`config.mk`:
```
export PLATFORM = sky130hd
export DESIGN_NAME = sdmac_regs
export DESIGN_NICKNAME = d
export VERILOG_FILES = /design/src/hdl/sdmac_pkg.sv /design/src/hdl/reg_bus_if.sv /design/src/hdl/dma_fifo.sv /design/src/hdl/int_status.sv /design/src/hdl/reg_access.sv /design/src/hdl/sdmac_regs.sv
export SDC_FILE = /design/constraint.sdc
export NUM_CORES = 1
export LEC_CHECK = 0
export BUFFER_PORTS_ARGS = -buffer_cell sky130_fd_sc_hd__buf_2
export CAP_MARGIN = 30
export CORE_MARGIN = 2
export CORE_UTILIZATION = 59
export DETAILED_ROUTE_END_ITERATION = 8
export PLACE_DENSITY = 0.77
export SLEW_MARGIN = 10
export SYNTH_ARGS = -nofsm -noshare
export SYNTH_HDL_FRONTEND = slang
export SYNTH_SLANG_ARGS = --single-unit
```
`constraint.sdc`:
```
create_clock -name CLK -period 6.22 [get_ports CLK]
set_input_delay 0.933 -clock CLK [delete_from_list [all_inputs] [get_ports CLK]]
set_output_delay 0.933 -clock CLK [all_outputs]
set_load 0.02 [all_outputs]
```
`src/hdl/sdmac_pkg.sv`:
```
//----------------------------------------------------------------------------
// Shared definitions for the SCSI DMA register block: data width, host
// register address map and the ISTR layout. Referred to by scoped name only
//----------------------------------------------------------------------------

package sdmac_pkg;

  // Host data path and FIFO word width
  localparam int data_width = 32;

  // Host register map, decoded from the 2-bit register address
  typedef enum logic [1:0] {
    // Control register, bit 0 is the interrupt enable
    ADDR_CNTR = 2'd0,
    // Interrupt status snapshot, captured on read
    ADDR_ISTR = 2'd1,
    // Write clears the interrupt bits, read returns 0
    ADDR_CINT = 2'd2,
    // Write pushes a word, read returns the occupancy
    ADDR_FIFO = 2'd3
  } reg_addr_e;

  // Interrupt status register, 9 bits, MSB first
  typedef struct packed {
    // Bit 8, unused
    logic       spare_8;
    // Bit 7, interrupt follow: raw request or end of process
    logic       int_f;
    // Bit 6, raw SCSI interrupt request
    logic       ints;
    // Bit 5, sticky end-of-process latch
    logic       e_int;
    // Bit 4, interrupt pending (enabled request)
    logic       int_p;
    // Bits 3 and 2, unused
    logic [1:0] spare_3_2;
    // Bit 1, FIFO full
    logic       ff;
    // Bit 0, FIFO empty
    logic       fe;
  } istr_t;

endpackage

```
`src/hdl/reg_bus_if.sv`:
```
//----------------------------------------------------------------------------
// Decoded host access strobes, driven by the register access unit and
// observed by the transfer FIFO and the interrupt status unit
//----------------------------------------------------------------------------

`timescale 1ns/10ps

interface reg_bus_if;

  // Register address of the current access
  sdmac_pkg::reg_addr_e addr;
  // One-cycle write strobe
  logic wr;
  // One-cycle read strobe, never high together with wr
  logic rd;
  // Host write data, valid with wr
  logic [sdmac_pkg::data_width-1:0] wdata;

  // Decoder side
  modport master (
    output addr,
    output wr,
    output rd,
    output wdata
  );

  // Register blocks
  modport slave (
    input addr,
    input wr,
    input rd,
    input wdata
  );

endinterface

```
`src/hdl/dma_fifo.sv`:
```
//----------------------------------------------------------------------------
// Transfer FIFO between host register writes and the DMA data path.
// Host pushes through ADDR_FIFO writes, DMA drains with dma_pop
//----------------------------------------------------------------------------

`timescale 1ns/10ps

module dma_fifo #(
  parameter int fifo_depth = 8
) (
  input  logic                               CLK,
  input  logic                               RESET_,
  input  logic                               dma_pop,
  reg_bus_if.slave                           bus,
  output logic [sdmac_pkg::data_width-1:0]   dma_data,
  output logic                               full,
  output logic                               empty,
  output logic [$clog2(fifo_depth):0]        count
);

  // Pointer width, depth must be a power of two
  localparam int ptr_w = $clog2(fifo_depth);
  // Occupancy value when every slot is used
  localparam logic [ptr_w:0] full_cnt = (ptr_w + 1)'(fifo_depth);

  // Storage, no reset on payload
  logic [sdmac_pkg::data_width-1:0] mem [fifo_depth];

  // Circular pointers, wrap on their own width
  logic [ptr_w-1:0] wr_ptr;
  logic [ptr_w-1:0] rd_ptr;

  // Accepted push and pop for this cycle
  logic push;
  logic pop;

  // Push only on a host write to the FIFO address
  // Dropped when already full
  assign push = bus.wr && (bus.addr == sdmac_pkg::ADDR_FIFO) && !full;

  // Pop on an empty FIFO is ignored
  // so a push into an empty FIFO with dma_pop only pushes
  assign pop = dma_pop && !empty;

  // Flags come from the registered count
  // so they move one cycle after the push or pop edge
  assign full  = (count == full_cnt);
  assign empty = (count == '0);

  // Head word, shown without latency
  assign dma_data = mem[rd_ptr];

  // Write port
  always_ff @(posedge CLK) begin
    if (push) begin
      mem[wr_ptr] <= bus.wdata;
    end
  end

  // Pointers
  always_ff @(posedge CLK) begin
    if (!RESET_) begin
      wr_ptr <= '0;
      rd_ptr <= '0;
    end else begin
      if (push) begin
        wr_ptr <= wr_ptr + 1'b1;
      end
      if (pop) begin
        rd_ptr <= rd_ptr + 1'b1;
      end
    end
  end

  // Occupancy counter
  always_ff @(posedge CLK) begin
    if (!RESET_) begin
      count <= '0;
    end else begin
      case ({push, pop})
        2'b10:   count <= count + 1'b1;
        2'b01:   count <= count - 1'b1;
        // Both or neither, level unchanged
        default: count <= count;
      endcase
    end
  end

endmodule

```
`src/hdl/int_status.sv`:
```
//----------------------------------------------------------------------------
// Interrupt status unit. Takes an ISTR snapshot on a host status read,
// keeps the end-of-process latch and drives the active-low interrupt line
//----------------------------------------------------------------------------

`timescale 1ns/10ps

module int_status (
  input  logic              CLK,
  input  logic              RESET_,
  input  logic              int_req,
  input  logic              dma_end,
  input  logic              intena,
  input  logic              full,
  input  logic              empty,
  reg_bus_if.slave          bus,
  output sdmac_pkg::istr_t  istr,
  output logic              irq_
);

  // Snapshot bits
  logic int_f;
  logic ints;
  logic int_p;
  logic ff;
  logic fe;
  // Sticky end of process
  logic e_int;

  // Decoded strobes
  logic capture;
  logic clear;

  // Enabled request, shared by irq_ and int_p
  logic int_en;

  assign capture = bus.rd && (bus.addr == sdmac_pkg::ADDR_ISTR);
  assign clear   = bus.wr && (bus.addr == sdmac_pkg::ADDR_CINT);
  assign int_en  = intena && int_req;

  // Interrupt line follows the gated request directly
  assign irq_ = ~int_en;

  // End-of-process latch
  // set wins over a clear in the same cycle
  always_ff @(posedge CLK) begin
    if (!RESET_) begin
      e_int <= 1'b0;
    end else if (dma_end) begin
      e_int <= 1'b1;
    end else if (clear) begin
      e_int <= 1'b0;
    end
  end

  // Interrupt bits of the snapshot
  // Clear and capture never coincide, wr and rd are exclusive
  always_ff @(posedge CLK) begin
    if (!RESET_) begin
      int_f <= 1'b0;
      ints  <= 1'b0;
      int_p <= 1'b0;
    end else if (clear) begin
      int_f <= 1'b0;
      ints  <= 1'b0;
      int_p <= 1'b0;
    end else if (capture) begin
      int_f <= int_req || e_int;
      ints  <= int_req;
      int_p <= int_en;
    end
  end

  // FIFO flags of the snapshot, only reset clears them
  always_ff @(posedge CLK) begin
    if (!RESET_) begin
      ff <= 1'b0;
      fe <= 1'b1;
    end else if (capture) begin
      ff <= full;
      fe <= empty;
    end
  end

  // Pack into the ISTR layout, spares tied low
  always_comb begin
    istr           = '0;
    istr.int_f     = int_f;
    istr.ints      = ints;
    istr.e_int     = e_int;
    istr.int_p     = int_p;
    istr.ff        = ff;
    istr.fe        = fe;
  end

endmodule

```
`src/hdl/reg_access.sv`:
```
//----------------------------------------------------------------------------
// Host register access. Decodes a select into read and write strobes,
// holds the control register and returns read data with a one-cycle ack
//----------------------------------------------------------------------------

`timescale 1ns/10ps

module reg_access #(
  parameter int fifo_depth = 8
) (
  input  logic                               CLK,
  input  logic                               RESET_,
  input  logic                               cpu_sel,
  input  logic                               cpu_wr,
  input  sdmac_pkg::reg_addr_e               cpu_addr,
  input  logic [sdmac_pkg::data_width-1:0]   cpu_wdata,
  input  logic [$clog2(fifo_depth):0]        count,
  input  sdmac_pkg::istr_t                   istr,
  output logic [sdmac_pkg::data_width-1:0]   cpu_rdata,
  output logic                               cpu_ack,
  output logic                               intena,
  reg_bus_if.master                          bus
);

  localparam int dw     = sdmac_pkg::data_width;
  localparam int istr_w = $bits(sdmac_pkg::istr_t);

  // Registered read data for control, clear and count
  logic [dw-1:0] rd_data_q;
  // Read of ISTR pending for the ack cycle
  logic          rd_istr_q;

  // Strobes last exactly as long as the select
  assign bus.wr    = cpu_sel && cpu_wr;
  assign bus.rd    = cpu_sel && !cpu_wr;
  assign bus.addr  = cpu_addr;
  assign bus.wdata = cpu_wdata;

  // Control register, only intena is implemented
  always_ff @(posedge CLK) begin
    if (!RESET_) begin
      intena <= 1'b0;
    end else if (bus.wr && (bus.addr == sdmac_pkg::ADDR_CNTR)) begin
      intena <= cpu_wdata[0];
    end
  end

  // Ack one cycle after the select
  always_ff @(posedge CLK) begin
    if (!RESET_) begin
      cpu_ack   <= 1'b0;
      rd_istr_q <= 1'b0;
    end else begin
      cpu_ack   <= cpu_sel;
      rd_istr_q <= bus.rd && (bus.addr == sdmac_pkg::ADDR_ISTR);
    end
  end

  // Read multiplexer, sampled on the strobe edge
  // Writes leave zero behind so the ack cycle returns 0
  always_ff @(posedge CLK) begin
    rd_data_q <= '0;
    if (bus.rd) begin
      case (bus.addr)
        sdmac_pkg::ADDR_CNTR: rd_data_q <= {{(dw-1){1'b0}}, intena};
        sdmac_pkg::ADDR_FIFO: rd_data_q <= dw'(count);
        // CINT reads 0, ISTR comes from the snapshot
        default:              rd_data_q <= '0;
      endcase
    end
  end

  // The ISTR snapshot is taken on the same edge as the strobe,
  // so the ack cycle reads it straight from the status unit
  always_comb begin
    if (!cpu_ack) begin
      cpu_rdata = '0;
    end else if (rd_istr_q) begin
      cpu_rdata = {{(dw-istr_w){1'b0}}, istr};
    end else begin
      cpu_rdata = rd_data_q;
    end
  end

endmodule

```
`src/hdl/sdmac_regs.sv`:
```
//----------------------------------------------------------------------------
// Register and interrupt block top level. Connects host access decode,
// transfer FIFO and interrupt status unit to plain host and DMA ports
//----------------------------------------------------------------------------

`timescale 1ns/10ps

module sdmac_regs #(
  parameter int fifo_depth = 8
) (
  input  logic                               CLK,
  input  logic                               RESET_,
  // Host side
  input  logic                               cpu_sel,
  input  logic                               cpu_wr,
  input  sdmac_pkg::reg_addr_e               cpu_addr,
  input  logic [sdmac_pkg::data_width-1:0]   cpu_wdata,
  output logic [sdmac_pkg::data_width-1:0]   cpu_rdata,
  output logic                               cpu_ack,
  // DMA side
  input  logic                               dma_pop,
  output logic [sdmac_pkg::data_width-1:0]   dma_data,
  // Interrupt side
  input  logic                               int_req,
  input  logic                               dma_end,
  output logic                               irq_
);

  // Decoded host strobes
  reg_bus_if bus ();

  // Point-to-point status wires
  logic                        full;
  logic                        empty;
  logic [$clog2(fifo_depth):0] count;
  logic                        intena;
  sdmac_pkg::istr_t            istr;

  reg_access #(
    .fifo_depth (fifo_depth)
  ) u_access (
    .CLK       (CLK),
    .RESET_    (RESET_),
    .cpu_sel   (cpu_sel),
    .cpu_wr    (cpu_wr),
    .cpu_addr  (cpu_addr),
    .cpu_wdata (cpu_wdata),
    .count     (count),
    .istr      (istr),
    .cpu_rdata (cpu_rdata),
    .cpu_ack   (cpu_ack),
    .intena    (intena),
    .bus       (bus.master)
  );

  dma_fifo #(
    .fifo_depth (fifo_depth)
  ) u_fifo (
    .CLK      (CLK),
    .RESET_   (RESET_),
    .dma_pop  (dma_pop),
    .bus      (bus.slave),
    .dma_data (dma_data),
    .full     (full),
    .empty    (empty),
    .count    (count)
  );

  int_status u_int (
    .CLK     (CLK),
    .RESET_  (RESET_),
    .int_req (int_req),
    .dma_end (dma_end),
    .intena  (intena),
    .full    (full),
    .empty   (empty),
    .bus     (bus.slave),
    .istr    (istr),
    .irq_    (irq_)
  );

endmodule

```
Word level (Yosys, flattened, before mapping). Memories as Yosys holds them, arrays and structs flattened. A register that Yosys moved wholly into a read port is not among the register bits. Index checks and enable logic that the tools add are counted.

Input port bits: 41. Output and inout bits: 66. Memories: 1. RAM bits: 256. Flip-flop bits (word level): 51. Word-level logic and storage cells: 54.

Bitwise operators: 2. Equality and inequality tests: 6. Reductions and logical operators: 18. Muxes and demuxes: 10. Add/subtract/negate cells: 4.

Memory list: u_fifo.mem (words 8, bits a word 32, rd ports 1, clocked after memory_dff 1, wr ports 1, line dma_fifo.sv:27) `logic [sdmac_pkg::data_width-1:0] mem [fifo_depth];`.

Operators by type and width (number): $mux 32 (2); $pmux 4 s2 (2); $logic_and 1x1->1 (9); $add 3x1->3 const B (2); $eq 2x2->1 const B (3); $mux 3 (2); $add 4x1->4 const B (1); $eq 2x1->1 const B (2); $eq 4x4->1 const B (1); $logic_not 4->1 (1); $mux 1 (4); $reduce_bool 2->1 (2); $sub 4x1->4 const B (1); $logic_not 1->1 (3); $logic_not 2->1 (1); $not 1->1 (2); $reduce_or 2->1 (1); $logic_or 1x1->1 (1).

Logic depth before layout (Yosys ltp). Gate-level depths: netlist of run 1.

Depth after elaboration: 5. Gate-level depth with buffers: 11. Depth with buffers taken out: 11.

Hierarchy. A second synthesis of run 1 with hierarchy kept.

Cells, all modules: 582. Area total of the unflattened synthesis: 11584.9 sq um.

By module, submodules not included: dma_fifo (cells each 446, sequential area each 7947.6 sq um, area each 10457.5 sq um, times used 1); reg_access (cells each 97, sequential area each 140.1 sq um, area each 817.0 sq um, times used 1); int_status (cells each 39, sequential area each 120.1 sq um, area each 310.3 sq um, times used 1).

Least setup slack after synthesis of run 1. OpenSTA, ideal clock, no wires.

Path kind: input to register. Start point: input port cpu_addr[0]. End point: memory u_fifo.mem[0][0] (netlist name) (enable). Cell stages on the path: 5. Path slack: 1084 ps. Buffers on the path: 0. Data required time: 5719 ps. Setup time: 501 ps. Arrival: 4634 ps. Cells stage by stage: ha_1 nand3_1 a21oi_1 inv_2 nor4_1.

Word-level cells in the longest chain between the ends: 5.

RTL lines: start, declared (line sdmac_regs.sv:16) `input sdmac_pkg::reg_addr_e cpu_addr,`; $eq 2x2->1 (line dma_fifo.sv:39) `assign push = bus.wr && (bus.addr == sdmac_pkg::ADDR_FIFO) && !full;`; $logic_and 1x1->1 (2 in a row) (line dma_fifo.sv:39); $mux 1 (line dma_fifo.sv:55) `if (push) begin`; $mux 1 (not written as such) (line dma_fifo.sv:56) `mem[wr_ptr] <= bus.wdata;`; end, declared (line dma_fifo.sv:27).

No other way between the ends.

==> results.yml, run 1 <==
logic_synthesis:
  synth_compound_area_share_pct: 0.798
  synth_fa_ha_area_share_pct: 1.01
  synth_area_leader_cell: "edfxtp_1"
  synthesis.area_um2: 11100
  synthCells: 535
  synth.ff_latch_count: 282
  synth_top_family_by_area: "multiplexers"
  ys.flop_type: "edfxtp_1"
  ys_async_sr_fraction_pct: 0
  netlist_top_cells_area: "edfxtp_1, mux4_2, dfxtp_1"
  synthXorXnorAreaFrac_pct: 0.472
  synth_mux_area_share_pct: 17.3
  yosysWarnings: 0
  synth_simple_gate_area_share_pct: 3.40
  syn_avg_cell_area_um2: 20.8
  synthDominantCellAreaShare_pct: 69.1
  synth-seq-area-share_pct: 73.8
  synth-edff-count: 256
  synth.distinct_cells: 39
timing:
  rsz0062_at_grt: "no"
  fin_worst_skew_ps: 13.9
  slew_headroom_pct: 47.8
  max_freq_ghz: 0.254
  final_max_slew_viol_count: 0
  worst_pin_slew_ps: 783
  setup_viol: 0
  final_min_period_over_clock_period_pct: 63.2
  fin_crit_ps: 3930
  final-hold-violation-count: 0
  fin_tns_setup_ps: 0
finish:
  final_core_util_pct: 68.5
  stdcell_area_um2: 12700
  fill_cells: 1136
  syn_to_final_growth_pct: 14.3
  nNetsFinal: 687
  drive_gt1_share_pct: 34.9
setup_path:
  crit_fanout: 41
  cp.required_ps: 5290
  critPathCaptureType: "output port"
  path_class: "flip-flop to output port"
  startpoint_type: "flip-flop"
  cp.arrival_ps: 3000
cts:
  clock_latency_ps: 520
  cts_buffers: 28
  ctsResizeCount: 0
  hold_buffers: 0
  h-tree-depth: 1
  cts_root_buf: "clkbuf_16"
  cts.sinks: 282
  cts_buffer_depth: 3
  cts_tree: "done"
  post_cts_buffers: 0
  clkTransAtPathRegs_ps: 60
drt:
  drc: 0
  routed_wl_mm: 21.1
  vias: 5311
  drt_iter0_drc: 406
  wire_per_inst_um: 23.6
  drt_pre_antenna_iters: 4
  via_per_inst: 5.93
  ant_nets: 0
run:
  maxCapViolCount: 0
pwr:
  power_density_nw_per_um2: 324
  pwr-share-comb_pct: 7.3
  leakagePower_nw: 4.31
  p_int_w: 0.00327
  clock_power_share_pct: 41.4
  p_seq_share_pct: 51.3
  switching_share_pct: 20.5
  vdd_drop_max_mv: 0.242
  p_sw_w: 0.000846
die:
  die_w_um: 141
  die_h_um: 141
  row_count: 50
  ios: 107
  core_region_area_um2: 18600
  die-area_um2: 20000
  start_util_pct: 59.9
grt:
  grt_pass1_vias: 5672
  grt_max_degree: 43
  grt_pass1_wl_mm: 32.5
  overflow: 0
  grt.total_usage_pct: 21.6
  grt_antenna_before_repair: 4
place:
  portBuffers: 82
  dp_hpwl_mm: 11.7
  dpl_cell_area_um2: 11800
  finalWeightedCongestion: 0.844
status:
  status: "complete, no violations"
min_path:
  hold_path.class: "flip-flop to flip-flop"
[worst max-delay path, stage by stage, from the launching register on]
cell and delay [ps]:
dfxtp_4 870, buf_4 540, mux4_1 630, mux2_2 270, buf_2 160
[cell usage after synthesis, types with 2 or more instances]
| cell type | count |
|---|---|
| a21boi_0 | 4 |
| a21oi_1 | 5 |
| and2_1 | 7 |
| and3_1 | 8 |
| and3b_1 | 2 |
| buf_1 | 6 |
| buf_12 | 2 |
| buf_2 | 5 |
| buf_4 | 24 |
| buf_6 | 5 |
| clkbuf_1 | 3 |
| dfxtp_1 | 26 |
| edfxtp_1 | 256 |
| ha_1 | 9 |
| inv_1 | 3 |
| mux2_2 | 32 |
| mux2i_1 | 6 |
| mux4_1 | 18 |
| mux4_2 | 46 |
| nand2_1 | 19 |
| nand2b_1 | 4 |
| nand3_1 | 9 |
| nor2_1 | 4 |
| nor2b_1 | 6 |
| nor3_1 | 7 |
| o21ai_0 | 2 |
| xnor2_1 | 4 |
| xor2_1 | 2 |
[final timing paths]
path / end / from / slack, ps / cells past startpoint
worst min-delay path: u_int.ff$_SDFFE_PN0P_ / u_int.ff$_SDFFE_PN0P_ / 480 / 2
worst min register to register: u_int.ff$_SDFFE_PN0P_ / u_int.ff$_SDFFE_PN0P_ / 480 / 2
worst max-delay path: dma_data[26] / flip-flop / 2290 / 4
worst max register to register: u_fifo.count[2]$_SDFFE_PN0P_ / u_fifo.count[0]$_SDFFE_PN0P_ / 3640 / 10
[logic make-up (layout without fill, tap and decap cells)]
| group | count (synthesis) | after routing |
|---|---|---|
| compound gates | 14 | 14 |
| xor+xnor | 6 | 6 |
| fa+ha+maj | 9 | 9 |
| buf+inv | 50 | 151 |
| flops | 282 | 282 |
| mux | 102 | 102 |
| other cells | 1 | 27 |
| simple gates | 71 | 71 |
[state kept, by name, indices dropped and copies added (netlist names), 3 cells and up, named ones only]
| name | cells |
|---|---|
| u_access.rd_data_q | 4 |
| u_fifo.count | 4 |
| u_fifo.mem | 256 |
| u_fifo.rd_ptr | 3 |
| u_fifo.wr_ptr | 3 |
[power groups by stage]
stage / logic, W / registers (W) / clock network [W]
6_report: 0.000301 / 0.00211 / 0.00170
5_1_grt: 0.000325 / 0.00212 / 0.00180
4_1_cts: 0.000303 / 0.00212 / 0.00173
3_5_place_dp: 0.000300 / 0.00216 / 0
3_3_place_gp: 0.000290 / 0.00215 / 0
2_1_floorplan: 0.000272 / 0.00212 / 0
[routing by layer]
metal,part of all wire [%],vias to the layer above,global-route usage [%]
li1,-,2342,-
met1,41,2770,29.6
met2,52,169,36.9
met3,5.5,26,3.88
met4,1.5,4,5.37
met5,0.099,-,0
[final cells by class]
cell class	count	area, um^2	area share (%)
antenna	3	7.51	0.0590
clock inverter	7	83.8	0.659
clock buffer	45	877	6.89
inverter	4	15.0	0.118
sequential	282	8210	64.6
multi-input combinational	226	2700	21.2
tap	234	293	2.30
timing repair buffer	95	532	4.18
[through the flow]
stage | hold slack (ps) | worst slack, ps | total power (W) | cells
5_1_grt | 500 | 2070 | 0.00425 | 894
6_report | 476 | 2290 | 0.00412 | 896
4_1_cts | 478 | 2210 | 0.00414 | 893
2_1_floorplan | 431 | 1080 | 0.00240 | 558
3_3_place_gp | 445 | 2710 | 0.00244 | 839
3_5_place_dp | 468 | 2750 | 0.00246 | 841
[cell usage in the layout (no fill, tap or decap), types with 2 or more instances in the layout]
master / count
xnor2_1: 4
buf_4: 11
clkinv_2: 4
nand2b_1: 4
nor2_4: 3
clkbuf_1: 8
mux2i_1: 6
mux2_2: 32
and2_1: 7
nor3_1: 3
a21boi_0: 4
xor2_1: 2
bufinv_16: 2
mux4_1: 18
edfxtp_1: 256
nand3_1: 9
clkbuf_8: 7
and3b_1: 2
mux4_2: 46
dfxtp_1: 23
nor3_2: 4
a21oi_1: 5
clkbuf_16: 30
nand2_1: 19
conb_1: 24
buf_2: 82
inv_1: 3
diode_2: 3
dfxtp_2: 2
o21ai_0: 2
ha_1: 9
and3_1: 8
nor2b_1: 6
Power figures use the tool's default switching activity.
==> run 2: changes to the inputs <==
--- a/config.mk
+++ b/config.mk
@@ -5,6 +5,7 @@
 export SDC_FILE = /design/constraint.sdc
 export NUM_CORES = 1
 export LEC_CHECK = 0
+export ABC_AREA = 1
 export BUFFER_PORTS_ARGS = -buffer_cell sky130_fd_sc_hd__buf_2
 export CAP_MARGIN = 30
 export CORE_MARGIN = 2
==> constraint.sdc (replaced) <==
create_clock -name CLK -period 4.1 [get_ports CLK]
set_input_delay 0.615 -clock CLK [delete_from_list [all_inputs] [get_ports CLK]]
set_output_delay 0.615 -clock CLK [all_outputs]
set_load 0.02 [all_outputs]
==> run 2 against run 1 <==
- critical endpoint is now dma_data[3]
- flip-flop and latch count unchanged
- clock-buffer cell count decreased by 8
- register-to-register slack got worse by 1900 ps
- worst hold slack got worse by 160 ps
- largest power group unchanged
==> results.yml, run 2 <==
status:
  status: "complete, no violations"
setup_path:
  cp_cell_sequence: "buf_4 -> o21ai_0 -> o22ai_1 -> nand2_1 -> nand2_1 -> buf_2"
  crit_fanout: 84
  crit_path_max_incr_delay_ps: 880
  crit_slowest_cell: "dfxtp_4"
  critPathCaptureType: "output port"
  startpoint_type: "flip-flop"
  path_class: "flip-flop to output port"
  cpMostUsedCell: "nand2_1"
  cp.arrival_ps: 2510
  cp.required_ps: 3480
timing:
  final-hold-violation-count: 0
  whs_ps: 314
  max_freq_ghz: 0.320
  fin_worst_skew_ps: 6.95
  fin_crit_ps: 3120
  slew_headroom_pct: 42.4
  worst_pin_slew_ps: 862
  setup_viol: 0
  timing.final.ws_setup_ps: 979
  final_min_period_over_clock_period_pct: 76.1
  rsz0062_at_grt: "no"
  fin_tns_setup_ps: 0
  final_max_slew_viol_count: 0
logic_synthesis:
  syn_avg_cell_area_um2: 12.5
  synth_most_common_cell: "edfxtp_1"
  ys_async_sr_fraction_pct: 0
  yosys-top-cells-count: "edfxtp_1, nor2_1, nand2_1, o21ai_0"
  synthCells: 911
  synth_area_leader_cell: "edfxtp_1"
  synthDominantCellAreaShare_pct: 67.7
  synthesis.area_um2: 11400
  ys.flop_type: "edfxtp_1"
  yosysWarnings: 0
  netlist_top_cells_area: "edfxtp_1, nor2_1, o21ai_0"
  synth-seq-area-share_pct: 72.3
  synth.ff_latch_count: 282
  synth.distinct_cells: 29
  synth-edff-count: 256
finish:
  top_regs: "u_fifo.mem (256), u_access.rd_data_q (4), u_fifo.count (4)"
  fill_cells: 1285
  stdcell_area_um2: 12800
  layout_commonest_cell: "edfxtp_1"
  top_register: "u_fifo.mem"
  largest_register_ffs: 256
  syn_to_final_growth_pct: 13.1
  drive_gt1_share_pct: 15.0
  final_cell_mix: "edfxtp_1, nor2_1, nand2_1"
  nNetsFinal: 1042
  multi_input_area_um2: 2750
  seqCellArea_um2: 8220
drt:
  vias: 6974
  via_per_inst: 5.58
  drt_pre_antenna_iters: 4
  drc: 0
  routed_wl_mm: 21.7
  drt_iter0_drc: 612
  wire_per_inst_um: 17.4
  ant_nets: 0
cts:
  hold_buffers: 0
  post_cts_buffers: 0
  cts_buffers: 28
  cts_buffer_depth: 3
  clkTransAtPathRegs_ps: 60
  ctsResizeCount: 0
  cts_tree: "done"
  h-tree-depth: 1
  cts_root_buf: "clkbuf_16"
  clock_latency_ps: 520
  cts.sinks: 282
place:
  dp_hpwl_mm: 12.1
  dpl_cell_area_um2: 11900
  preCtsSetupSlack_ps: 1200
  portBuffers: 82
  finalWeightedCongestion: 0.799
grt:
  grt_pass1_wl_mm: 33.9
  grt.total_usage_pct: 21.4
  grt_max_degree: 129
  overflow: 0
  grt_pass1_vias: 6711
  grt_antenna_before_repair: 3
pwr:
  leakagePower_nw: 4.61
  vdd_drop_max_mv: 0.559
  power_density_nw_per_um2: 603
die:
  ios: 107
  die_w_um: 143
  die-area_um2: 20400
  start_util_pct: 60.5
  die_h_um: 143
  row_count: 50
  core_region_area_um2: 18800
min_path:
  hold_path.class: "primary input to flip-flop"
run:
  maxCapViolCount: 0
## run 2: cell types whose count changed in the layout (fill, tap and decap cells not counted), sizes merged, moves of 8 or more
| cell | change |
|---|---|
| mux2 | -32 |
| mux2i | +26 |
| nand2 | +103 |
| nor2 | +153 |
| o22ai | +32 |
| mux4 | -64 |
| clkbuf | -8 |
| o21ai | +137 |
| inv | +25 |
## run 2: power by group
| group | internal [W] | leakage [nW] | switching (W) | total [W] |
|---|---|---|---|---|
| logic | 0.000637 | 1.64 | 0.00127 | 0.00191 |
| registers | 0.00319 | 2.52 | 0.000139 | 0.00333 |
| clock network | 0.00153 | 0.456 | 0.000983 | 0.00251 |
## run 2: cell type report
class	count	area share (%)
antenna	1	0.0195
clock buffer	37	6.12
clock inverter	15	1.13
inverter	29	0.848
multi-input combinational	553	21.4
sequential	282	64.0
tap	234	2.28
timing repair buffer	98	4.23
## run 2: logic make-up (layout without fill, tap and decap cells)
| group | after synthesis | count (layout) | synth area share [%] |
|---|---|---|---|
| AOI/OAI and AO/OA | 186 | 186 | 8.63 |
| xor gates and xnor gates | 3 | 3 | 0.231 |
| adders and majority gates | 9 | 9 | 0.992 |
| buffers and inverters | 99 | 179 | 4.82 |
| DFF | 282 | 282 | 72.3 |
| muxes | 32 | 32 | 2.82 |
| other | 1 | 25 | 0.0330 |
| and+or+nand+nor | 299 | 299 | 10.2 |
## run 2: through the flow
stage                     util [%]  power [W]  instances
after floorplan                  -    0.00482        934
after global placement        63.4    0.00525       1196
after detailed placement      63.4    0.00528       1196
after CTS                     68.4    0.00779       1248
after global routing          68.4    0.00813       1248
final                         68.4    0.00775       1249
## run 2: layer usage
metal  track usage (%)  vias to the layer above  part of all wire, %
met5                 0                        -                0.069
met4              7.45                        2                  2.5
met3              3.96                       46                  5.9
met2              35.9                      232                   50
met1              28.5                     3346                   42
li1                  -                     3348                    -
## run 2: path summary, 6_finish.rpt
kind | startpoint | slack, ps | to | depth (start not counted)
setup reg to reg | u_fifo.count[0]$_SDFFE_PN0P_ | 1790 | u_fifo.mem[3][16]$_DFFE_PP_ | 5
hold reg to reg | u_int.ints$_SDFFE_PP0P_ | 480 | u_int.ints$_SDFFE_PP0P_ | 2
setup / recovery | flip-flop | 980 | dma_data[3] | 6
hold / removal | dma_end | 310 | u_int.e_int$_SDFFE_PN0P_ | 3
## run 2: critical path: cells and delay by family, from the launching register on
kind	cells	cell delay [ps]
AOI/OAI and AO/OA	2	370
buffers and inverters	2	530
DFF	1	880
and+or+nand+nor	2	170
